`src/div_cfg.svh`:
```
`ifndef DIV_CFG_SVH
`define DIV_CFG_SVH

// Operand and result width
`define DIV_XLEN 64

// Bit index and iteration count width
// Must hold the index of the top operand bit
`define DIV_CNT_W 6

`endif

```
`src/div_pkg.sv`:
```
`default_nettype none

package div_pkg;

  // Opcode encoding
  // Bit 0 set means unsigned, bit 1 set means remainder
  typedef enum logic [1:0] {
    DIV  = 2'b00,
    DIVU = 2'b01,
    REM  = 2'b10,
    REMU = 2'b11
  } div_op_e;

  // Controller states
  // PREP0 and PREP1 share the leading-one encoder in turn
  typedef enum logic [2:0] {
    IDLE  = 3'd0,
    PREP0 = 3'd1,
    PREP1 = 3'd2,
    ALIGN = 3'd3,
    ITER  = 3'd4,
    FIX   = 3'd5
  } div_state_e;

endpackage

`default_nettype wire

```
`src/div_ctrl.sv`:
```
`timescale 1ns/1ps
`include "div_cfg.svh"
`default_nettype none

module div_ctrl (
  input  logic                  div_clk,
  input  logic                  cpurst_b,
  input  logic                  start,
  input  div_pkg::div_op_e      op,
  input  logic [`DIV_XLEN-1:0]  src0,
  input  logic [`DIV_XLEN-1:0]  src1,
  input  logic                  iter_cmplt,
  input  logic [`DIV_XLEN-1:0]  divisor_update_data,
  input  logic [`DIV_XLEN-1:0]  quotient_reg_updt,
  input  logic [`DIV_XLEN-1:0]  remainder_reg_updt,
  output logic                  busy,
  output logic [`DIV_XLEN-1:0]  ff1_src,
  output logic                  prepare_src0,
  output logic                  prepare_src1,
  output logic                  align,
  output logic                  iterating,
  output logic [`DIV_XLEN-1:0]  divisor_reg,
  output logic [`DIV_XLEN-1:0]  quotient_reg,
  output logic [`DIV_XLEN-1:0]  remainder_reg,
  output logic                  fix_req,
  output div_pkg::div_op_e      fix_op,
  output logic [`DIV_XLEN-1:0]  fix_src0,
  output logic [`DIV_XLEN-1:0]  fix_src1,
  output logic [`DIV_XLEN-1:0]  fix_quotient,
  output logic [`DIV_XLEN-1:0]  fix_remainder,
  output logic                  neg_src0,
  output logic                  neg_src1
);

  import div_pkg::*;

  div_state_e           state;
  div_state_e           state_nxt;
  div_op_e              op_reg;
  logic [`DIV_XLEN-1:0] src0_reg;
  logic [`DIV_XLEN-1:0] src1_reg;
  logic [`DIV_XLEN-1:0] abs_src0;
  logic [`DIV_XLEN-1:0] abs_src1;
  logic                 is_signed;
  logic                 start_accept;

  //------------------------------------------------------------
  // State machine
  //------------------------------------------------------------
  // Start only counts in IDLE
  assign start_accept = start && (state == IDLE);

  always_comb
  begin
    state_nxt = state;
    case (state)
      IDLE:    state_nxt = start ? PREP0 : IDLE;
      PREP0:   state_nxt = PREP1;
      PREP1:   state_nxt = ALIGN;
      ALIGN:   state_nxt = ITER;
      ITER:    state_nxt = iter_cmplt ? FIX : ITER;
      FIX:     state_nxt = IDLE;
      default: state_nxt = IDLE;
    endcase
  end

  always_ff @(posedge div_clk or negedge cpurst_b)
  begin
    if (!cpurst_b)
      state <= IDLE;
    else
      state <= state_nxt;
  end

  // Busy drops as the fixup stage raises done
  assign busy         = (state != IDLE);
  assign prepare_src0 = (state == PREP0);
  assign prepare_src1 = (state == PREP1);
  assign align        = (state == ALIGN);
  assign iterating    = (state == ITER);
  assign fix_req      = (state == FIX);

  //------------------------------------------------------------
  // Operand latch and magnitude
  //------------------------------------------------------------
  always_ff @(posedge div_clk)
  begin
    if (start_accept)
    begin
      op_reg   <= op;
      src0_reg <= src0;
      src1_reg <= src1;
    end
  end

  // DIV and REM take signed operands
  assign is_signed = !op_reg[0];
  assign neg_src0  = is_signed && src0_reg[`DIV_XLEN-1];
  assign neg_src1  = is_signed && src1_reg[`DIV_XLEN-1];

  // Two's complement magnitude, most negative maps onto itself
  assign abs_src0 = neg_src0 ? -src0_reg : src0_reg;
  assign abs_src1 = neg_src1 ? -src1_reg : src1_reg;

  // Encoder sees the dividend first, then the divisor
  assign ff1_src = (state == PREP1) ? abs_src1 : abs_src0;

  //------------------------------------------------------------
  // Datapath registers
  //------------------------------------------------------------
  always_ff @(posedge div_clk)
  begin
    case (state)
      PREP0:
      begin
        remainder_reg <= abs_src0;
        quotient_reg  <= '0;
      end
      PREP1:
        divisor_reg <= abs_src1;
      ALIGN:
        divisor_reg <= divisor_update_data;
      ITER:
      begin
        divisor_reg   <= divisor_update_data;
        quotient_reg  <= quotient_reg_updt;
        remainder_reg <= remainder_reg_updt;
      end
      default:
      begin
        divisor_reg <= divisor_reg;
      end
    endcase
  end

  // Hand-off to the fixup stage
  assign fix_op        = op_reg;
  assign fix_src0      = src0_reg;
  assign fix_src1      = src1_reg;
  assign fix_quotient  = quotient_reg;
  assign fix_remainder = remainder_reg;

  // Start during a division neither restarts nor disturbs the operands
  a_start_busy_ignored: assert property (@(posedge div_clk) disable iff (!cpurst_b)
    busy && start |=> (state != PREP0) && $stable(src0_reg) && $stable(src1_reg));

  // At most 33 digit-pair steps
  a_iter_bound: assert property (@(posedge div_clk) disable iff (!cpurst_b)
    $rose(state == ITER) |-> ##[1:33] (state != ITER));

endmodule

`default_nettype wire

```
`src/div_ff1.sv`:
```
`timescale 1ns/1ps
`include "div_cfg.svh"
`default_nettype none

module div_ff1 (
  input  logic [`DIV_XLEN-1:0]  ff1_src,
  output logic [`DIV_CNT_W-1:0] ff1_res
);

  //------------------------------------------------------------
  // Leading one search
  //------------------------------------------------------------
  // Byte level first, then bit level inside the chosen byte
  logic [7:0] byte_nz;
  logic [2:0] byte_idx;
  logic [7:0] byte_sel;
  logic [2:0] bit_idx;

  // One flag per byte of the source
  always_comb
  begin
    for (int b = 0; b < 8; b++)
    begin
      byte_nz[b] = |ff1_src[b*8 +: 8];
    end
  end

  // Highest non-zero byte wins, byte 0 for zero input
  always_comb
  begin
    byte_idx = 3'd0;
    for (int b = 0; b < 8; b++)
    begin
      if (byte_nz[b])
        byte_idx = 3'(b);
    end
  end

  assign byte_sel = ff1_src[byte_idx*8 +: 8];

  // Highest set bit of that byte
  always_comb
  begin
    bit_idx = 3'd0;
    for (int i = 0; i < 8; i++)
    begin
      if (byte_sel[i])
        bit_idx = 3'(i);
    end
  end

  // Zero input falls out as index 0
  assign ff1_res = {byte_idx, bit_idx};

endmodule

`default_nettype wire

```
`src/div_result_fix.sv`:
```
`timescale 1ns/1ps
`include "div_cfg.svh"
`default_nettype none

module div_result_fix (
  input  logic                 div_clk,
  input  logic                 cpurst_b,
  input  logic                 fix_req,
  input  div_pkg::div_op_e     fix_op,
  input  logic [`DIV_XLEN-1:0] fix_src0,
  input  logic [`DIV_XLEN-1:0] fix_src1,
  input  logic [`DIV_XLEN-1:0] fix_quotient,
  input  logic [`DIV_XLEN-1:0] fix_remainder,
  input  logic                 neg_src0,
  input  logic                 neg_src1,
  output logic                 done,
  output logic [`DIV_XLEN-1:0] result
);

  import div_pkg::*;

  logic                 is_rem;
  logic                 div_by_zero;
  logic                 signed_ovf;
  logic                 neg_quot;
  logic                 neg_rem;
  logic [`DIV_XLEN-1:0] quot_fixed;
  logic [`DIV_XLEN-1:0] rem_fixed;
  logic [`DIV_XLEN-1:0] result_nxt;

  //------------------------------------------------------------
  // Special cases
  //------------------------------------------------------------
  assign is_rem      = (fix_op == REM) || (fix_op == REMU);
  assign div_by_zero = (fix_src1 == '0);

  // Most negative over minus one, signed opcodes only
  assign signed_ovf = ((fix_op == DIV) || (fix_op == REM))
                   && (fix_src0 == {1'b1, {(`DIV_XLEN-1){1'b0}}})
                   && (fix_src1 == {`DIV_XLEN{1'b1}});

  // Quotient sign from operand signs, remainder follows dividend
  assign neg_quot = (fix_op == DIV) && (neg_src0 ^ neg_src1);
  assign neg_rem  = (fix_op == REM) && neg_src0;

  assign quot_fixed = neg_quot ? -fix_quotient  : fix_quotient;
  assign rem_fixed  = neg_rem  ? -fix_remainder : fix_remainder;

  always_comb
  begin
    if (div_by_zero)
      result_nxt = is_rem ? fix_src0 : {`DIV_XLEN{1'b1}};
    else if (signed_ovf)
      result_nxt = is_rem ? '0 : fix_src0;
    else
      result_nxt = is_rem ? rem_fixed : quot_fixed;
  end

  //------------------------------------------------------------
  // Result register and done pulse
  //------------------------------------------------------------
  // Result holds until the next fix request
  always_ff @(posedge div_clk or negedge cpurst_b)
  begin
    if (!cpurst_b)
    begin
      done   <= 1'b0;
      result <= '0;
    end
    else
    begin
      done <= fix_req;
      if (fix_req)
        result <= result_nxt;
    end
  end

endmodule

`default_nettype wire

```
`src/div_shift2_kernel.sv`:
```
`timescale 1ns/1ps
`include "div_cfg.svh"
`default_nettype none

module div_shift2_kernel (
  input  logic                  div_clk,
  input  logic                  cpurst_b,
  input  logic                  align,
  input  logic                  iterating,
  input  logic                  prepare_src0,
  input  logic                  prepare_src1,
  input  logic [`DIV_CNT_W-1:0] ff1_res,
  input  logic [`DIV_XLEN-1:0]  divisor_reg,
  input  logic [`DIV_XLEN-1:0]  quotient_reg,
  input  logic [`DIV_XLEN-1:0]  remainder_reg,
  output logic [`DIV_XLEN-1:0]  divisor_update_data,
  output logic                  iter_cmplt,
  output logic [`DIV_XLEN-1:0]  quotient_reg_updt,
  output logic [`DIV_XLEN-1:0]  remainder_reg_updt
);

  logic [`DIV_CNT_W-1:0] iter_count;
  logic [`DIV_CNT_W-1:0] src1_count;
  logic [`DIV_CNT_W-1:0] iter_sub;
  logic [`DIV_CNT_W-1:0] iter_count_updt;
  logic [`DIV_XLEN+1:0]  divisor_x1;
  logic [`DIV_XLEN+1:0]  divisor_x2;
  logic [`DIV_XLEN+1:0]  divisor_x3;
  logic [`DIV_XLEN+1:0]  diff_x1;
  logic [`DIV_XLEN+1:0]  diff_x2;
  logic [`DIV_XLEN+1:0]  diff_x3;
  logic                  borrow_x1;
  logic                  borrow_x2;
  logic                  borrow_x3;
  logic [1:0]            shift_in;

  //------------------------------------------------------------
  // Iteration counter
  //------------------------------------------------------------
  // Divisor leading-one index in ALIGN, two bits per ITER cycle
  assign iter_sub = align     ? src1_count :
                    iterating ? `DIV_CNT_W'(2) :
                                '0;

  // Saturate at zero when the divisor is wider than the dividend
  assign iter_count_updt = (iter_count < iter_sub) ? '0 : iter_count - iter_sub;

  // Dividend leading-one index loaded in PREP0
  always_ff @(posedge div_clk or negedge cpurst_b)
  begin
    if (!cpurst_b)
      iter_count <= '0;
    else if (prepare_src0)
      iter_count <= ff1_res;
    else if (align || iterating)
      iter_count <= iter_count_updt;
  end

  // Divisor leading-one index loaded in PREP1
  always_ff @(posedge div_clk or negedge cpurst_b)
  begin
    if (!cpurst_b)
      src1_count <= '0;
    else if (prepare_src1)
      src1_count <= ff1_res;
  end

  // Last step once fewer than two bit positions remain
  assign iter_cmplt = iterating && (iter_count[`DIV_CNT_W-1:1] == '0);

  // Align to an even shift so each step consumes a bit pair
  assign divisor_update_data = align ? divisor_reg << {iter_count_updt[`DIV_CNT_W-1:1], 1'b0}
                                     : divisor_reg >> 2;

  //------------------------------------------------------------
  // Radix-4 restoring step
  //------------------------------------------------------------
  // One, two and three times the divisor, two guard bits wide
  assign divisor_x1 = {2'b00, divisor_reg};
  assign divisor_x2 = {1'b0, divisor_reg, 1'b0};
  assign divisor_x3 = divisor_x1 + divisor_x2;

  // Borrow out means remainder below that multiple
  assign {borrow_x1, diff_x1} = {3'b000, remainder_reg} - {1'b0, divisor_x1};
  assign {borrow_x2, diff_x2} = {3'b000, remainder_reg} - {1'b0, divisor_x2};
  assign {borrow_x3, diff_x3} = {3'b000, remainder_reg} - {1'b0, divisor_x3};

  // Largest multiple that fits picks the quotient digit
  always_comb
  begin
    if (borrow_x1)
    begin
      shift_in           = 2'b00;
      remainder_reg_updt = remainder_reg;
    end
    else if (borrow_x2)
    begin
      shift_in           = 2'b01;
      remainder_reg_updt = diff_x1[`DIV_XLEN-1:0];
    end
    else if (borrow_x3)
    begin
      shift_in           = 2'b10;
      remainder_reg_updt = diff_x2[`DIV_XLEN-1:0];
    end
    else
    begin
      shift_in           = 2'b11;
      remainder_reg_updt = diff_x3[`DIV_XLEN-1:0];
    end
  end

  // New digit enters at the bottom
  assign quotient_reg_updt = {quotient_reg[`DIV_XLEN-3:0], shift_in};

  // Controller never aligns and iterates in the same cycle
  a_align_iter_excl: assert property (@(posedge div_clk) disable iff (!cpurst_b)
    !(align && iterating));

endmodule

`default_nettype wire

```
`src/div_top.sv`:
```
`timescale 1ns/1ps
`include "div_cfg.svh"
`default_nettype none

module div_top (
  input  logic                 div_clk,
  input  logic                 cpurst_b,
  input  logic                 start,
  input  div_pkg::div_op_e     op,
  input  logic [`DIV_XLEN-1:0] src0,
  input  logic [`DIV_XLEN-1:0] src1,
  output logic                 busy,
  output logic                 done,
  output logic [`DIV_XLEN-1:0] result
);

  import div_pkg::*;

  // Controller to encoder and kernel
  logic [`DIV_XLEN-1:0]  ff1_src;
  logic [`DIV_CNT_W-1:0] ff1_res;
  logic                  prepare_src0;
  logic                  prepare_src1;
  logic                  align;
  logic                  iterating;
  logic [`DIV_XLEN-1:0]  divisor_reg;
  logic [`DIV_XLEN-1:0]  quotient_reg;
  logic [`DIV_XLEN-1:0]  remainder_reg;

  // Kernel back to controller
  logic                  iter_cmplt;
  logic [`DIV_XLEN-1:0]  divisor_update_data;
  logic [`DIV_XLEN-1:0]  quotient_reg_updt;
  logic [`DIV_XLEN-1:0]  remainder_reg_updt;

  // Controller to fixup
  logic                  fix_req;
  div_op_e               fix_op;
  logic [`DIV_XLEN-1:0]  fix_src0;
  logic [`DIV_XLEN-1:0]  fix_src1;
  logic [`DIV_XLEN-1:0]  fix_quotient;
  logic [`DIV_XLEN-1:0]  fix_remainder;
  logic                  neg_src0;
  logic                  neg_src1;

  div_ctrl u_ctrl (
    .div_clk             (div_clk),
    .cpurst_b            (cpurst_b),
    .start               (start),
    .op                  (op),
    .src0                (src0),
    .src1                (src1),
    .iter_cmplt          (iter_cmplt),
    .divisor_update_data (divisor_update_data),
    .quotient_reg_updt   (quotient_reg_updt),
    .remainder_reg_updt  (remainder_reg_updt),
    .busy                (busy),
    .ff1_src             (ff1_src),
    .prepare_src0        (prepare_src0),
    .prepare_src1        (prepare_src1),
    .align               (align),
    .iterating           (iterating),
    .divisor_reg         (divisor_reg),
    .quotient_reg        (quotient_reg),
    .remainder_reg       (remainder_reg),
    .fix_req             (fix_req),
    .fix_op              (fix_op),
    .fix_src0            (fix_src0),
    .fix_src1            (fix_src1),
    .fix_quotient        (fix_quotient),
    .fix_remainder       (fix_remainder),
    .neg_src0            (neg_src0),
    .neg_src1            (neg_src1)
  );

  // One encoder serves both operands in turn
  div_ff1 u_ff1 (
    .ff1_src (ff1_src),
    .ff1_res (ff1_res)
  );

  div_shift2_kernel u_kernel (
    .div_clk             (div_clk),
    .cpurst_b            (cpurst_b),
    .align               (align),
    .iterating           (iterating),
    .prepare_src0        (prepare_src0),
    .prepare_src1        (prepare_src1),
    .ff1_res             (ff1_res),
    .divisor_reg         (divisor_reg),
    .quotient_reg        (quotient_reg),
    .remainder_reg       (remainder_reg),
    .divisor_update_data (divisor_update_data),
    .iter_cmplt          (iter_cmplt),
    .quotient_reg_updt   (quotient_reg_updt),
    .remainder_reg_updt  (remainder_reg_updt)
  );

  div_result_fix u_fix (
    .div_clk       (div_clk),
    .cpurst_b      (cpurst_b),
    .fix_req       (fix_req),
    .fix_op        (fix_op),
    .fix_src0      (fix_src0),
    .fix_src1      (fix_src1),
    .fix_quotient  (fix_quotient),
    .fix_remainder (fix_remainder),
    .neg_src0      (neg_src0),
    .neg_src1      (neg_src1),
    .done          (done),
    .result        (result)
  );

endmodule

`default_nettype wire

```
`config.mk`:
```
export PLATFORM = sky130hd
export DESIGN_NAME = div_top
export DESIGN_NICKNAME = d
export VERILOG_FILES = /design/src/div_pkg.sv /design/src/div_ctrl.sv /design/src/div_ff1.sv /design/src/div_result_fix.sv /design/src/div_shift2_kernel.sv /design/src/div_top.sv
export VERILOG_INCLUDE_DIRS = /design/src
export SDC_FILE = /design/constraint.sdc
export NUM_CORES = 2
export LEC_CHECK = 0
export ABC_AREA = 1
export BUFFER_PORTS_ARGS = -buffer_cell sky130_fd_sc_hd__buf_2
export CAP_MARGIN = 20
export CORE_UTILIZATION = 35
export DETAILED_ROUTE_END_ITERATION = 10
export PLACE_DENSITY = 0.52
export SLEW_MARGIN = 20
export SYNTH_ARGS = -nofsm -noshare
export SYNTH_HDL_FRONTEND = slang
export SYNTH_SLANG_ARGS = --single-unit
```
`constraint.sdc`:
```
create_clock -name div_clk -period 4.4 [get_ports div_clk]
set_input_delay 0.44 -clock div_clk [delete_from_list [all_inputs] [get_ports div_clk]]
set_output_delay 0.44 -clock div_clk [all_outputs]
set_load 0.03 [all_outputs]
```
==> metrics.txt <==
commonest cells after routing, fill and taps aside=nand2_1 (1,548), nor2_1 (764), inv_1 (754); die area=127,300 um2; Worst Hold Endpoint=u_ctrl.state[0]; hold slack=0.2031 ns; DP Wirelength=215.8 mm; first-pass GRT wire length=358.1 mm; GR peak layer=met2; Initial DRC Count=6,227; Mapped Cells=6,701; Worst-Skew Late Latency=0.68 ns; Post-route DRC=0; HP Class=in -> reg; CP Capture Type=register; die width=356.8 um; period utilization=0.9813; nets=7,955; Syn Nets=7,104; MaxCap Viol Count=0; Setup crit start kind=register; Async SR Flop Fraction=0.1990; routed via count=53,010; H-tree lvl count=2; worst reg2reg path startpoint=u_ctrl.divisor_reg[9]; commonest non-fill, non-tap cell in the layout=nand2_1; Routed WL per cell=28.01 um; initial antenna violation count=14; R2R Path End=u_ctrl.fix_remainder[40]; Detail Route Antenna Nets=0; I/O Buffers=198; endpoints failing hold=0; core box area=124,300 um2; Max clock buf depth=3; pin count of the biggest net entering global routing=138; Die Ht=356.8 um; met3 usage=0.07357; RePlAce Congestion=1.070; Clock transition at path regs=0.06 ns; number of buffers created by CTS=53; DR vias/cell=5.739; Initial DRT Pass Iterations=6; CTS root buf=clkbuf_16; Worst EP required=4.90 ns; Min-Delay Startpoint=start; CTS tree=yes; worst slew pin tran=1.113 ns; Distinct cells, synth=73; Initial Util=0.3546; synthesized cell area=44,070 um2; Crit Path Max Fanout=3; number of synthesized flops with an enable pin=322; # rows=129; I/O pin count=199; vias in the first global route=50,250; Clock Sinks=402; share of layout cells above drive strength 1=0.1642; fin. max-slew vios=0; maximum clock frequency=231.6 MHz; kind of critical path=reg -> reg; slew margin rel.=0.2554; area grow syn2layout=25.98%; met2 Use GR=0.6096; post-synthesis sequential area ratio=0.2648; final WL=258.7 mm; worst clock skew=0.02970 ns; GRT overflow=0; global-route usage over all layers=0.3936; met1 Resource Use GR=0.4881; hold depth=3; Avg Cell Area, Syn=6.577 um2; YS warnings=0; Yosys reg bits=402; prevailing post-synth register cell=edfxtp_1; R2R cell count=25; R2R setup slack=0.08 ns; Period minus WS final=4.318 ns; outcome=complete, no violations; RSZ-0062 raised after global routing=yes; Arrival @ worst endpoint=4.81 ns; Final Setup Violations=0
==> worst max path at each step <==
| stage | startpoint | cells past startpoint | end | slack [ns] |
|---|---|---|---|---|
| finish | u_ctrl.divisor_reg[9] | 25 | u_ctrl.fix_remainder[40] | 0.08 |
| global route | u_ctrl.divisor_reg[7] | 25 | u_ctrl.fix_remainder[40] | -0.12 |
| CTS | u_ctrl.divisor_reg[52] | 17 | u_ctrl.fix_remainder[57] | 0.001 |
| detailed placement | u_ctrl.divisor_reg[32] | 17 | u_ctrl.fix_remainder[63] | -0.33 |
| global placement | u_ctrl.divisor_reg[32] | 17 | u_ctrl.fix_remainder[63] | -0.33 |
| floorplan | u_ctrl.state[2] | 28 | u_ctrl.divisor_reg[48] | 0.15 |
==> what timing repair did <==
action / CTS / global route
pin swaps: 0 / 19
hold buffers: 131 / 0
cloned: 0 / 3
setup endpoints to repair: 18 / 158
hold endpoints to repair: 168 / 0
setup buffers: 6 / 46
gates resized for setup: 16 / 163
==> cells by family after synthesis <==
family	after synthesis	share of synthesized area
and+or+nand+nor	3178	0.3056
AOI/OAI and AO/OA	1594	0.2081
buffers and inverters	1055	0.09287
DFF	402	0.2648
adders and majority gates	270	0.08790
xor gates and xnor gates	184	0.03657
muxes	18	0.004088
==> per-stage QoR <==
stage | area (um2) | TNS, ns | instances | setup slack, ns | util
finish | 55520 | 0 | 9237 | 0.08235 | 0.4467
detailed placement | 51440 | -1.165 | 8948 | -0.3262 | 0.4139
CTS | 54580 | 0 | 9182 | 0.0009943 | 0.4392
global route | 55510 | -0.6339 | 9232 | -0.1204 | 0.4466
floorplan | 44080 | 0 | 6701 | 0.1532 | -
global placement | 51440 | -1.449 | 8948 | -0.3281 | 0.4139
==> cell usage after synthesis, drive strengths merged, types with 6 or more instances <==
| cell | n | area [um2] |
|---|---|---|
| a211oi | 10 | 75.07 |
| a21boi | 9 | 71.31 |
| a21o | 10 | 75.07 |
| a21oi | 564 | 2830 |
| a221oi | 10 | 87.58 |
| a22oi | 10 | 75.07 |
| a2bb2oi | 40 | 350.3 |
| a31oi | 106 | 663.1 |
| a32o | 6 | 60.06 |
| a32oi | 14 | 122.6 |
| and2 | 6 | 38.79 |
| and3 | 6 | 37.54 |
| buf | 65 | 370.4 |
| clkbuf | 166 | 623.1 |
| clkinv | 6 | 23.77 |
| dfrtp | 80 | 2002 |
| edfxtp | 322 | 9669 |
| fa | 66 | 1321 |
| ha | 204 | 2552 |
| inv | 818 | 3075 |
| mux2i | 18 | 180.2 |
| nand2 | 1593 | 6075 |
| nand3 | 470 | 2370 |
| nand3b | 14 | 105.1 |
| nand4 | 87 | 544.3 |
| nor2 | 819 | 3234 |
| nor3 | 104 | 565.6 |
| nor4 | 65 | 406.6 |
| o2111ai | 10 | 87.58 |
| o211ai | 66 | 510.5 |
| o21a | 46 | 345.3 |
| o21ai | 587 | 2979 |
| o21bai | 18 | 135.1 |
| o221ai | 22 | 192.7 |
| o22ai | 24 | 150.1 |
| o311ai | 10 | 87.58 |
| o31ai | 11 | 82.58 |
| o32ai | 6 | 52.55 |
| or2 | 10 | 62.56 |
| xnor2 | 66 | 578.1 |
| xor2 | 118 | 1033 |
==> metal layers <==
layer  vias to the layer above  share of wire
li1                      24520              -
met1                     25120           0.39
met2                      2729           0.43
met3                       632          0.085
met4                        10          0.088
met5                         -        0.00026
==> layout make-up <==
class / count / area (um2)
Multi-Input combinational cell: 5245 / 28860
Sequential cell: 402 / 11670
Clock inverter: 28 / 307.8
Fill cell: 13250 / 68760
Inverter: 824 / 3183
Clock buffer: 69 / 1428
Timing Repair Buffer: 1026 / 8004
Tap cell: 1637 / 2048
Antenna cell: 6 / 15.01
==> worst max-delay path, stage by stage, from the launching register on <==
cell,delay [ns]
edfxtp_1,0.43
inv_1,0.23
fa_1,0.46
ha_1,0.33
nand2_1,0.09
nor2_2,0.14
nand4_1,0.16
nor2_1,0.17
nor2_1,0.07
o21ai_0,0.15
buf_4,0.17
nand2_1,0.06
nand2_1,0.13
buf_4,0.16
a21oi_1,0.08
inv_1,0.10
a21oi_2,0.06
o21ai_0,0.15
buf_4,0.16
nand2_1,0.05
nand2_1,0.09
xor2_1,0.15
nand2_1,0.12
nand2_1,0.08
nand2_1,0.10
a21oi_2,0.24
Power is not shown: default switching activity piles up to over one toggle a cycle in this logic, so the estimate is an artifact.
